--- src/hdl/stream_tx_pkg.sv ---
package stream_tx_pkg;

    ////////////////////////////////////////
    // Stream geometry
    ////////////////////////////////////////

    // Width of one upstream sample
    localparam int data_width = 10;

    // Beats in every frame, t_last on the final one
    localparam int frame_beats = 8;

    ////////////////////////////////////////
    // Payload types
    ////////////////////////////////////////

    // One sample as received from the producer
    typedef struct packed {
        logic [data_width-1:0] data;
    } sample_t;

    // One beat as presented on the output port
    typedef struct packed {
        logic [data_width-1:0] data;
        logic                  last;
    } beat_t;

    ////////////////////////////////////////
    // Controller
    ////////////////////////////////////////

    // idle   no beat presented
    // send   beat presented, new or after t_ready high
    // hold   beat presented and stalled by t_ready
    typedef enum logic [1:0] {
        idle = 2'b00,
        send = 2'b01,
        hold = 2'b10
    } ctrl_state_t;

endpackage

--- src/hdl/frame_counter.sv ---
module frame_counter (
    input  logic clk,
    input  logic reset_b,
    input  logic hold_load,
    input  logic beat_accept,
    output logic beat_last,
    output logic send_frame
);

    // Position of the next beat to be loaded
    logic [$clog2(stream_tx_pkg::frame_beats)-1:0] pos;
    // Last flag of the beat currently presented
    logic                                          pres_last;
    logic                                          in_frame;

    assign beat_last = (int'(pos) == stream_tx_pkg::frame_beats - 1);

    ////////////////////////////////////////
    // Load position
    ////////////////////////////////////////

    always_ff @(posedge clk or negedge reset_b) begin
        if (!reset_b) begin
            pos       <= '0;
            pres_last <= 1'b0;
        end else if (hold_load) begin
            pos       <= beat_last ? '0 : pos + 1'b1;
            pres_last <= beat_last;
        end
    end

    ////////////////////////////////////////
    // Frame activity
    ////////////////////////////////////////

    // Set on loading position 0, which wins over the clear when the
    // next frame's first beat is loaded as the last one transfers
    always_ff @(posedge clk or negedge reset_b) begin
        if (!reset_b) begin
            in_frame <= 1'b0;
        end else if (hold_load && pos == '0) begin
            in_frame <= 1'b1;
        end else if (beat_accept && pres_last) begin
            in_frame <= 1'b0;
        end
    end

    assign send_frame = in_frame;

endmodule

--- src/hdl/sample_capture.sv ---
module sample_capture (
    input  logic                   clk,
    input  logic                   reset_b,
    input  logic                   src_req,
    input  stream_tx_pkg::sample_t src_data,
    input  logic                   cap_take,
    output logic                   src_ack,
    output stream_tx_pkg::sample_t cap_sample,
    output logic                   cap_full
);

    stream_tx_pkg::sample_t buffer;
    logic                   full;
    logic                   ack;
    logic                   capture;

    // New request seen, not yet acknowledged, and room in the buffer
    assign capture = src_req && !ack && !full;

    ////////////////////////////////////////
    // Four-phase ack
    ////////////////////////////////////////

    always_ff @(posedge clk or negedge reset_b) begin
        if (!reset_b) begin
            ack <= 1'b0;
        end else if (capture) begin
            ack <= 1'b1;
        end else if (!src_req) begin
            // Return to zero once the producer drops req
            ack <= 1'b0;
        end
    end

    ////////////////////////////////////////
    // One-entry buffer
    ////////////////////////////////////////

    always_ff @(posedge clk or negedge reset_b) begin
        if (!reset_b) begin
            full <= 1'b0;
        end else if (capture) begin
            full <= 1'b1;
        end else if (cap_take) begin
            full <= 1'b0;
        end
    end

    // Payload only, the full flag says when it is valid
    always_ff @(posedge clk) begin
        if (capture) begin
            buffer <= src_data;
        end
    end

    assign src_ack    = ack;
    assign cap_full   = full;
    assign cap_sample = buffer;

endmodule

--- src/hdl/stream_data_hold.sv ---
module stream_data_hold (
    input  logic                   clk,
    input  logic                   reset_b,
    input  stream_tx_pkg::sample_t cap_sample,
    input  logic                   beat_last,
    input  logic                   hold_load,
    output stream_tx_pkg::beat_t   out_beat
);

    stream_tx_pkg::beat_t beat_q;
    stream_tx_pkg::beat_t beat_new;

    ////////////////////////////////////////
    // New beat assembly
    ////////////////////////////////////////

    // Sample from the buffer plus the frame position flag
    always_comb begin
        beat_new.data = cap_sample.data;
        beat_new.last = beat_last;
    end

    ////////////////////////////////////////
    // New/old select register
    ////////////////////////////////////////

    // hold_load high takes the new beat, low keeps the old one so an
    // unaccepted beat stays put under back-pressure
    always_ff @(posedge clk or negedge reset_b) begin
        if (!reset_b) begin
            beat_q <= '0;
        end else if (hold_load) begin
            beat_q <= beat_new;
        end else begin
            beat_q <= beat_q;
        end
    end

    assign out_beat = beat_q;

endmodule

--- src/hdl/stream_tx_ctrl.sv ---
module stream_tx_ctrl (
    input  logic clk,
    input  logic reset_b,
    input  logic cap_full,
    input  logic t_ready,
    output logic cap_take,
    output logic hold_load,
    output logic beat_accept,
    output logic t_valid
);

    stream_tx_pkg::ctrl_state_t state;
    stream_tx_pkg::ctrl_state_t state_next;
    logic                       presented;
    logic                       transfer;
    logic                       load;

    ////////////////////////////////////////
    // State register
    ////////////////////////////////////////

    always_ff @(posedge clk or negedge reset_b) begin
        if (!reset_b) begin
            state <= stream_tx_pkg::idle;
        end else begin
            state <= state_next;
        end
    end

    ////////////////////////////////////////
    // Load and transfer decode
    ////////////////////////////////////////

    // A beat sits on the port in send and hold
    assign presented = (state == stream_tx_pkg::send) || (state == stream_tx_pkg::hold);
    assign transfer  = presented && t_ready;

    // Refill when the port is empty or being emptied this cycle
    assign load = cap_full && (!presented || transfer);

    ////////////////////////////////////////
    // Next state
    ////////////////////////////////////////

    always_comb begin
        state_next = state;
        unique case (state)
            stream_tx_pkg::idle: begin
                if (load) begin
                    state_next = stream_tx_pkg::send;
                end
            end
            stream_tx_pkg::send,
            stream_tx_pkg::hold: begin
                if (!t_ready) begin
                    // Stalled, keep the old beat
                    state_next = stream_tx_pkg::hold;
                end else if (load) begin
                    state_next = stream_tx_pkg::send;
                end else begin
                    // Accepted and nothing to replace it
                    state_next = stream_tx_pkg::idle;
                end
            end
            default: begin
                state_next = stream_tx_pkg::idle;
            end
        endcase
    end

    assign t_valid     = presented;
    assign hold_load   = load;
    assign cap_take    = load;
    assign beat_accept = transfer;

endmodule

--- src/hdl/stream_tx_top.sv ---
module stream_tx_top (
    input  logic                                  clk,
    input  logic                                  reset_b,
    input  logic                                  src_req,
    input  stream_tx_pkg::sample_t                src_data,
    input  logic                                  t_ready,
    output logic                                  src_ack,
    output logic                                  t_valid,
    output logic [stream_tx_pkg::data_width-1:0]  t_data,
    output logic                                  t_last,
    output logic                                  send_frame
);

    stream_tx_pkg::sample_t cap_sample;
    stream_tx_pkg::beat_t   out_beat;
    logic                   cap_full;
    logic                   cap_take;
    logic                   hold_load;
    logic                   beat_accept;
    logic                   beat_last;

    ////////////////////////////////////////
    // Upstream capture and output beat
    ////////////////////////////////////////

    sample_capture i_capture (
        .clk        (clk),
        .reset_b    (reset_b),
        .src_req    (src_req),
        .src_data   (src_data),
        .cap_take   (cap_take),
        .src_ack    (src_ack),
        .cap_sample (cap_sample),
        .cap_full   (cap_full)
    );

    stream_data_hold i_hold (
        .clk        (clk),
        .reset_b    (reset_b),
        .cap_sample (cap_sample),
        .beat_last  (beat_last),
        .hold_load  (hold_load),
        .out_beat   (out_beat)
    );

    ////////////////////////////////////////
    // Framing and control
    ////////////////////////////////////////

    frame_counter i_frame (
        .clk         (clk),
        .reset_b     (reset_b),
        .hold_load   (hold_load),
        .beat_accept (beat_accept),
        .beat_last   (beat_last),
        .send_frame  (send_frame)
    );

    stream_tx_ctrl i_ctrl (
        .clk         (clk),
        .reset_b     (reset_b),
        .cap_full    (cap_full),
        .t_ready     (t_ready),
        .cap_take    (cap_take),
        .hold_load   (hold_load),
        .beat_accept (beat_accept),
        .t_valid     (t_valid)
    );

    assign t_data = out_beat.data;
    assign t_last = out_beat.last;

endmodule

--- config.mk ---
export PLATFORM = sky130hd
export DESIGN_NAME = stream_tx_top
export DESIGN_NICKNAME = d
export VERILOG_FILES = /design/src/hdl/stream_tx_pkg.sv /design/src/hdl/frame_counter.sv /design/src/hdl/sample_capture.sv /design/src/hdl/stream_data_hold.sv /design/src/hdl/stream_tx_ctrl.sv /design/src/hdl/stream_tx_top.sv
export SDC_FILE = /design/constraint.sdc
export NUM_CORES = 1
export LEC_CHECK = 0
export BUFFER_PORTS_ARGS = -buffer_cell sky130_fd_sc_hd__buf_4
export CAP_MARGIN = 20
export CORE_UTILIZATION = 45
export DETAILED_ROUTE_END_ITERATION = 8
export PLACE_DENSITY_LB_ADDON = 0.08
export SLEW_MARGIN = 0
export SYNTH_ARGS = -nofsm -noshare
export SYNTH_HDL_FRONTEND = slang
export SYNTH_SLANG_ARGS = --single-unit
--- constraint.sdc ---
create_clock -name clk -period 2.14 [get_ports clk]
set_input_delay 0.107 -clock clk [delete_from_list [all_inputs] [get_ports clk]]
set_output_delay 0.107 -clock clk [all_outputs]
set_load 0.01 [all_outputs]
==> results of run 1 <==
==> power by group through the flow <==
| stage | registers [W] | clock network [W] | logic, W |
|---|---|---|---|
| after floorplan | 0.000925 | 0 | 0.000452 |
| after global placement | 0.000885 | 0 | 0.000770 |
| after detailed placement | 0.000887 | 0 | 0.000788 |
| after CTS | 0.000874 | 0.000330 | 0.000808 |
| after global routing | 0.000896 | 0.000352 | 0.000877 |
| final | 0.000871 | 0.000313 | 0.000793 |
==> per-layer routing <==
metal / up-vias / GRT usage, % / routed length [um] / share of wire [%]
met5: - / 0 / 0 / 0
met4: 0 / 10.5 / 31 / 1.8
met3: 5 / 6.03 / 90 / 5.1
met2: 22 / 24.3 / 879 / 50
met1: 336 / 17.3 / 764 / 43
li1: 342 / - / - / -
==> final cells by class <==
type / count / area, um2 / area share [%]
sequential: 29 / 776 / 49.0
multi-input combinational: 36 / 365 / 23.1
timing repair buffer: 40 / 330 / 20.9
clock buffer: 5 / 37.5 / 2.37
tap: 30 / 37.5 / 2.37
inverter: 5 / 18.8 / 1.19
clock inverter: 3 / 17.5 / 1.11
==> logic make-up after synthesis <==
kind of cell / Yosys count
buffers and inverters: 6
multiplexers: 14
flip-flops: 29
AND/OR/NAND/NOR: 11
AO/OA/AOI/OAI: 6
adder cells (fa/ha/maj): 5
==> cell usage in the layout, fill, tap and decap left out, types with 2 or more instances in the layout <==
cell | netlist | routed
mux2_4 | 7 | 7
dfrtp_1 | 19 | 19
inv_1 | 5 | 5
ha_1 | 5 | 5
edfxtp_1 | 10 | 10
dlygate4sd3_1 | 0 | 12
mux2_2 | 6 | 6
clkbuf_4 | 0 | 5
nand2b_1 | 3 | 3
buf_4 | 0 | 28
nand2_1 | 3 | 3
clkinv_2 | 0 | 2
==> what timing repair did <==
item | 4_1_cts | 5_1_grt
resized for setup | 0 | 0
hold buffers | 12 | 0
endpoints found under the hold margin | 30 | 0
==> registers in the layout (all words and copies together) (netlist names) <==
register and count:
i_ctrl.state 2, i_frame.pos 3, i_capture.cap_full 1, i_capture.cap_sample 10, i_frame.send_frame 1, i_frame.pres_last 1
i_capture.src_ack 1, i_hold.out_beat 10
==> through the flow <==
step	hold WS, ns	instances	cell area (um2)	worst slack [ns]
2_1_floorplan	-0.189	71	1170	0.461
3_3_place_gp	-0.00400	128	1410	0.575
3_5_place_dp	-0.00460	128	1410	0.529
4_1_cts	0.0773	148	1580	0.507
5_1_grt	0.0964	148	1580	0.429
6_report	0.0965	148	1580	0.523
==> worst min-delay path by stage <==
stage | startpoint | end | slack [ns] | cells past startpoint
detailed placement | reset_b | i_frame.send_frame$_DFFE_PN0P_ | -0.005 | 1
global route | t_ready | i_capture.cap_full$_DFFE_PN0P_ | 0.1 | 3
global placement | reset_b | i_frame.pos[1]$_DFFE_PN0P_ | -0.004 | 1
floorplan | reset_b | i_capture.cap_full$_DFFE_PN0P_ | -0.19 | 0
CTS | t_ready | i_ctrl.state[1]$_DFFE_PN0P_ | 0.08 | 3
finish | t_ready | i_frame.send_frame$_DFFE_PN0P_ | 0.1 | 4
==> critical path, stage by stage (launching register included) <==
cell and delay [ns]:
dfrtp_1 0.38, inv_1 0.05, ha_1 0.38, nand2b_4 0.09, nand2_4 0.22, mux2_2 0.37
==> results.yml, run 1 <==
setup_path:
  critical_path_class: "flip-flop to flip-flop"
  crit_fanout: 16
  regToRegSetupSlack_ns: 0.52
  cp-endpoint: "i_frame.pos[2]$_DFFE_PN0P_"
  reg2reg_depth: 5
  critical_path.reg2reg.endpoint: "i_frame.pos[2]$_DFFE_PN0P_"
  worst-endpoint-arrival_ns: 1.82
  crit-reg2reg-launch: "i_ctrl.state[0]$_DFFE_PN0P_"
  startpoint_type: "flip-flop"
  worstSetupStartpoint: "i_ctrl.state[0]$_DFFE_PN0P_"
  end_kind: "flip-flop"
  timing.critical_path.required_ns: 2.35
placed_design:
  detailedPlacementHpwl_mm: 1.19
  portBuffers: 27
  place_congestion: 0.699
yosys:
  synth.distinct_cells: 21
  synthCells: 71
  synthTopCellsByCount: "dfrtp_1 (19), edfxtp_1 (10), mux2_4 (7)"
  yosys_warning_count: 0
  synth_xor_area_share_pct: 0
  post_synth_edffs: 10
  synth-seq-area-share_pct: 66.3
  synthDominantAreaCellType: "dfrtp_1"
  synth.net_count: 90
  dominant_combinational_cell_family_by_area_after_synthesis: "multiplexers"
  synth_most_common_cell: "dfrtp_1"
  syn_area_per_cell_um2: 16.5
  post_synthesis_share_of_cell_area_spent_on_full_adders_half_adders_and_majority_gates_pct: 5.35
  netlist_area_um2: 1170
  complex_gate_fraction_of_the_synthesized_area_pct: 3.74
  top_cell_type_s_share_of_synthesized_area_pct: 40.6
  ys_ff_latch: 29
  ys_async_sr_fraction_pct: 65.5
  yosys-mux-area-fraction_pct: 15.6
  postSynth.topFlopCell: "dfrtp_1"
  synth_simple_gate_area_share_pct: 6.10
  ys_top_cells_by_area: "dfrtp_1 (41%), edfxtp_1 (26%), mux2_4 (9.0%)"
floorplan:
  floorplan.rows: 18
  die-area_um2: 2810
  ioPinCount: 28
  die_height_um: 53.0
  area_inside_the_core_boundary_um2: 2480
  dieWidth_um: 53.0
  floorplan.initialDensity_pct: 47.2
cts:
  cts.root.buffer_cell: "clkbuf_4"
  post-cts-setup-buffer-count: 0
  cts.sink_count: 29
  clkLatencyLatePin_ns: 0.33
  clockBufferDepth: 2
  tritoncts.num_buffers: 5
  worst_setup_hold_path_clk_slew_ns: 0.10
  cts-htree-levels: 2
  tritoncts_clock_tree: "done"
power_and_ir_drop:
  power.leakage_nw: 0.744
  p_per_area_nw_per_um2: 1250
  power.clock.fraction_pct: 15.9
  internal_power_w: 0.00136
  switching_share_pct: 31.5
  ir_drop_uv: 795
  power.share.combinational_pct: 40.1
  power.sequential.fraction_pct: 44.0
  totalPowerFinal_w: 0.00198
  total_switching_power_w: 0.000622
grt:
  globalRouteTotalUtil_pct: 15.5
  grt_start_max_net_pins: 20
  gr-total-overflow: 0
  first_global_vias: 677
  grt_antenna_before_repair: 0
  grt_first_pass_wirelength_mm: 2.87
run:
  max_cap_violations: 0
timing:
  timing.final.setup_violations: 0
  final-hold-violation-count: 0
  crit_share_post_route_pct: 75.5
  setup_tns_ns: 0
  max_freq_mhz: 619
  fin_crit_ns: 1.62
  grt_setup_unrepaired: "no"
  worst_slew_pin_slew_ns: 0.258
  timing.final.max_slew_violations: 0
  final.setup_skew_ns: 0.0124
  timing.slew.headroom_pct: 82.8
cells_and_area:
  post_route_cells_drive_above_1_share_pct: 44.9
  antenna-diode-count: 0
  areaGrowthSynthToFinish_pct: 35.3
  fin_util_pct: 63.9
  fin_nets: 136
  filler_cells_inserted: 191
drt:
  drtAntennaViolNets: 0
  routed_via_density: 4.76
  route.final.wire_length_mm: 1.77
  drc_errors: 0
  route.detailed.wl_per_inst_um: 11.9
  drt-initial-drc-count: 6
  drt_pass1_iterations: 6
  total_via_count_in_the_routed_design: 705
worst_hold_path:
  min_path_type: "input pin to flip-flop"
outcome:
  outcome: "finished, final reports clean"
Power figures use the tool's default switching activity.
==> run 2: changes to the inputs <==
==> constraint.sdc (replaced) <==
create_clock -name clk -period 1.69 [get_ports clk]
set_input_delay 0.0845 -clock clk [delete_from_list [all_inputs] [get_ports clk]]
set_output_delay 0.0845 -clock clk [all_outputs]
set_load 0.01 [all_outputs]
==> run 2 against run 1 <==
Compared with the run above:
- global-route usage rose by 0.63 points
- clock power up 29%
- via count decreased by 0.14%
- count of clock-buffer cells in the layout did not move
==> results.yml, run 2 (same netlist as run 1, synthesis figures left out) <==
cells_and_area:
  mostFrequentLayoutCell: "buf_4"
  layout_common_cells: "buf_4 (28), dfrtp_1 (19), dlygate4sd3_1 (12)"
  fin_util_pct: 64.2
  filler_cells_inserted: 194
  antenna-diode-count: 0
  post_route_cells_drive_above_1_share_pct: 44.9
  fin_nets: 136
  areaGrowthSynthToFinish_pct: 36.0
power_and_ir_drop:
  power.leakage_nw: 0.744
  switching_share_pct: 32.0
  internal_power_w: 0.00172
  power.sequential.fraction_pct: 44.1
  ir_drop_uv: 1030
  p_per_area_nw_per_um2: 1590
  power.clock.fraction_pct: 16.0
  power.share.combinational_pct: 40.0
  total_switching_power_w: 0.000808
worst_hold_path:
  min_path_type: "input pin to flip-flop"
  hold_path_startpoint: "t_ready"
grt:
  grt_start_max_net_pins: 20
  grt_first_pass_wirelength_mm: 3.00
  globalRouteTotalUtil_pct: 16.1
  gr-total-overflow: 0
  first_global_vias: 704
  grt_antenna_before_repair: 0
drt:
  total_via_count_in_the_routed_design: 704
  route.detailed.wl_per_inst_um: 13.0
  route.final.wire_length_mm: 1.92
  drtAntennaViolNets: 0
  drt_pass1_iterations: 6
  routed_via_density: 4.76
  drt-initial-drc-count: 8
  drc_errors: 0
setup_path:
  crit_fanout: 16
  startpoint_type: "flip-flop"
  timing.critical_path.required_ns: 1.90
  worstSetupStartpoint: "i_ctrl.state[0]$_DFFE_PN0P_"
  crit-reg2reg-launch: "i_ctrl.state[0]$_DFFE_PN0P_"
  critical_path_class: "flip-flop to flip-flop"
  end_kind: "flip-flop"
  worst-endpoint-arrival_ns: 1.76
outcome:
  outcome: "finished, final reports clean"
cts:
  cts.sink_count: 29
  tritoncts_clock_tree: "done"
  clockBufferDepth: 2
  worst_setup_hold_path_clk_slew_ns: 0.10
  post-cts-setup-buffer-count: 0
  clkLatencyLatePin_ns: 0.32
  cts-htree-levels: 2
  tritoncts.num_buffers: 5
  cts.root.buffer_cell: "clkbuf_4"
timing:
  timing.final.max_slew_violations: 0
  final-hold-violation-count: 0
  crit_share_post_route_pct: 91.6
  worst_slew_pin_slew_ns: 0.266
  timing.slew.headroom_pct: 82.3
  fin_ws_ns: 0.141
  fin_crit_ns: 1.55
  setup_tns_ns: 0
  final.setup_skew_ns: 0.00935
  timing.final.setup_violations: 0
  grt_setup_unrepaired: "no"
  max_freq_mhz: 646
floorplan:
  dieWidth_um: 53.0
  die-area_um2: 2810
  floorplan.rows: 18
  ioPinCount: 28
  die_height_um: 53.0
  area_inside_the_core_boundary_um2: 2480
  floorplan.initialDensity_pct: 47.2
placed_design:
  portBuffers: 27
  place_congestion: 0.699
  detailedPlacementHpwl_mm: 1.19
  pre_cts_slack_ns: 0.0701
run:
  max_cap_violations: 0
[run 2: final timing paths]
path,to,slack (ns),depth (start not counted)
setup / recovery,i_hold.out_beat[10]$_DFFE_PN0P_,0.14,5
hold / removal,i_frame.send_frame$_DFFE_PN0P_,0.08,4
setup reg to reg,i_hold.out_beat[10]$_DFFE_PN0P_,0.14,5
hold reg to reg,i_hold.out_beat[5]$_DFFE_PN0P_,0.48,1
max in group asynchronous,i_hold.out_beat[10]$_DFFE_PN0P_,1.32,2
min in group asynchronous,i_ctrl.state[1]$_DFFE_PN0P_,0.16,2
[run 2: layout make-up]
class | count | area, um2 | share of cell area, %
repair buffers | 40 | 330 | 20.8
multi-input cells | 36 | 374 | 23.5
clock buffers | 5 | 37.5 | 2.36
flip-flops and latches | 29 | 776 | 48.7
clock inverters | 3 | 17.5 | 1.10
well taps | 30 | 37.5 | 2.36
inverters | 5 | 18.8 | 1.18
[run 2: worst max-delay path, stage by stage, from the launching register on]
cell and delay, ns:
dfrtp_1 0.38, inv_1 0.05, ha_1 0.38, nand2b_4 0.11, nand2_8 0.16, mux2_2 0.35
[run 2: metrics by stage]
| stage | cells | area (um2) | total power (W) | hold slack, ns |
|---|---|---|---|---|
| 6_report | 148 | 1590 | 0.00253 | 0.0784 |
| 3_3_place_gp | 128 | 1410 | 0.00210 | -0.0265 |
| 3_5_place_dp | 128 | 1410 | 0.00212 | -0.0241 |
| 4_1_cts | 148 | 1580 | 0.00256 | 0.0598 |
| 2_1_floorplan | 71 | 1170 | 0.00174 | -0.211 |
| 5_1_grt | 148 | 1590 | 0.00272 | 0.114 |
[run 2: metal layers]
layer	global-route usage (%)	wire (um)
met1	17.5	809
met2	27.2	1010
met3	5.46	91
met4	9.21	13
met5	0	0
[run 2: power groups by stage]
stage	Clock, W	Combinational [W]	Sequential (W)
floorplan	0	0.000572	0.00117
global placement	0	0.000975	0.00112
detailed placement	0	0.000997	0.00112
CTS	0.000431	0.00102	0.00111
global route	0.000448	0.00112	0.00114
finish	0.000404	0.00101	0.00111
[run 2: timing repair]
action,in CTS,in global routing
endpoints found under the hold margin,30,0
endpoints found under the setup margin,0,6
hold buffers,12,0
resized for setup,0,1
==> run 3: changes to the inputs <==
--- a/config.mk
+++ b/config.mk
@@ -10,6 +10,7 @@
 export CORE_UTILIZATION = 45
 export DETAILED_ROUTE_END_ITERATION = 8
 export PLACE_DENSITY_LB_ADDON = 0.08
+export REMOVE_ABC_BUFFERS = 1
 export SLEW_MARGIN = 0
 export SYNTH_ARGS = -nofsm -noshare
 export SYNTH_HDL_FRONTEND = slang
==> run 3 against run 2 <==
Compared with the run above:
- first-iteration DRC count unchanged
- clock power rose by 16%
- maximum frequency is 1.1% lower
- count of clock-buffer cells in the layout grew 2
- sequential share of layout area shrank 0.46 points
- critical path depth unchanged
- sequential cell count did not move
- core utilization rose by 0.61 points
- sequential power is essentially flat
- combinational power is essentially flat
- non-clock buffer count unchanged
- critical path type unchanged
- largest cell class unchanged
- largest power group unchanged
==> results.yml, run 3 (same netlist as run 1, synthesis figures left out) <==
outcome:
  outcome: "finished, final reports clean"
cts:
  tritoncts.num_buffers: 5
  clockBufferDepth: 2
  cts.sink_count: 29
  worst_setup_hold_path_clk_slew_ns: 0.09
  tritoncts_clock_tree: "done"
  cts-htree-levels: 2
  clkLatencyLatePin_ns: 0.33
  cts.root.buffer_cell: "clkbuf_4"
  post-cts-setup-buffer-count: 0
cells_and_area:
  fin_nets: 136
  post_route_cells_drive_above_1_share_pct: 44.9
  finish.cell_count_without_fillers: 148
  filler_cells_inserted: 198
  layout_common_cells: "buf_4 (28), dfrtp_1 (19), dlygate4sd3_1 (12)"
  antenna-diode-count: 0
  areaGrowthSynthToFinish_pct: 37.3
  mostFrequentLayoutCell: "buf_4"
drt:
  drt-initial-drc-count: 8
  route.final.wire_length_mm: 1.82
  drtAntennaViolNets: 0
  total_via_count_in_the_routed_design: 696
  routed_via_density: 4.70
  drt_pass1_iterations: 2
  drc_errors: 0
  route.detailed.wl_per_inst_um: 12.3
timing:
  fin_crit_ns: 1.57
  max_freq_mhz: 638
  final.setup_skew_ns: 0.0110
  crit_share_post_route_pct: 92.7
  setup_tns_ns: 0
  worst_slew_pin_slew_ns: 0.244
  timing.slew.headroom_pct: 83.7
  timing.final.max_slew_violations: 0
  timing.final.setup_violations: 0
  hold_slack_ns: 0.0718
  grt_setup_unrepaired: "no"
  final-hold-violation-count: 0
grt:
  grt_start_max_net_pins: 20
  globalRouteTotalUtil_pct: 15.6
  grt_antenna_before_repair: 0
  grt_first_pass_wirelength_mm: 2.83
  first_global_vias: 638
  gr-total-overflow: 0
floorplan:
  area_inside_the_core_boundary_um2: 2480
  die-area_um2: 2810
  die_height_um: 53.0
  floorplan.initialDensity_pct: 47.2
  dieWidth_um: 53.0
  ioPinCount: 28
  floorplan.rows: 18
power_and_ir_drop:
  ir_drop_uv: 1020
  p_per_area_nw_per_um2: 1620
  totalPowerFinal_w: 0.00260
  power.leakage_nw: 0.754
run:
  max_cap_violations: 0
setup_path:
  worst-endpoint-arrival_ns: 1.77
  crit_buf_inv: 1
  critical_path_class: "flip-flop to flip-flop"
  end_kind: "flip-flop"
  critPathTopFamily: "adder cells"
  worstPathCellList: "inv_1 > ha_1 > nand2b_4 > nand2_8 > mux2_2"
  crit_fanout: 16
  timing.critical_path.required_ns: 1.90
  crit_path_max_incr_delay_ns: 0.39
  startpoint_type: "flip-flop"
  crit_path_top_delay_cell: "ha_1"
worst_hold_path:
  min_path_type: "input pin to flip-flop"
placed_design:
  dpl.cell_count: 128
  place_congestion: 0.721
  portBuffers: 27
  detailedPlacementHpwl_mm: 1.14
run 3: cell types whose count changed in the layout (fill, tap and decap cells not counted):
cell / before / now
clkinvlp_4: 1 / 0
clkinv_2: 2 / 1
clkbuf_8: 0 / 2
run 3: worst paths after layout:
path                                                    from                              to  slack, ns  depth (start not counted)
min                                                  t_ready  i_frame.send_frame$_DFFE_PN0P_       0.07                          4
max reg2reg                      i_ctrl.state[0]$_DFFE_PN0P_      i_frame.pos[2]$_DFFE_PN0P_       0.12                          5
min in group asynchronous                            reset_b  i_hold.out_beat[8]$_DFFE_PN0P_       0.16                          2
max in group asynchronous                            reset_b  i_hold.out_beat[1]$_DFFE_PN0P_       1.33                          2
min reg2reg                i_capture.cap_sample[7]$_DFFE_PP_  i_hold.out_beat[8]$_DFFE_PN0P_       0.47                          1
max                              i_ctrl.state[0]$_DFFE_PN0P_      i_frame.pos[2]$_DFFE_PN0P_       0.12                          5
run 3: report_power, final:
part	internal [W]	switching, W
clock network	0.000241	0.000229
registers	0.000970	0.000141
logic	0.000595	0.000425
run 3: layout make-up:
class	count	area, um2	area share, %
clock buffers	7	65.1	4.05
clock inverters	1	5.00	0.312
inverters	5	18.8	1.17
multi-input cells	36	374	23.3
flip-flops and latches	29	776	48.3
well taps	30	37.5	2.34
repair buffers	40	330	20.6
run 3: repair_timing:
action	CTS	global route
resized for setup	0	1
endpoints found under the hold margin	30	0
hold buffers	12	0
endpoints found under the setup margin	0	5
run 3: through the flow:
stage	worst slack, ns	utilization (%)	area (um2)
detailed placement	0.0653	56.8	1410
global placement	0.122	56.8	1410
global route	0.0519	64.8	1610
floorplan	0.0111	-	1150
finish	0.124	64.8	1610
CTS	0.0543	64.5	1600
run 3: layer usage:
layer  GRT usage (%)  up-vias  routed length (um)  part of all wire, %
met5               0        -                   0                    0
met4            9.21        0                  55                  3.0
met3            8.62        6                  99                  5.4
met2            22.2       22                 769                   42
met1            18.4      328                 893                   49
li1                -      340                   -                    -
run 3: worst reg2reg max path, cell delays in order, from the launching register on:
cell and delay, ns:
dfrtp_1 0.38, inv_1 0.06, ha_1 0.39, nand2b_4 0.11, nand2_8 0.17, mux2_2 0.35
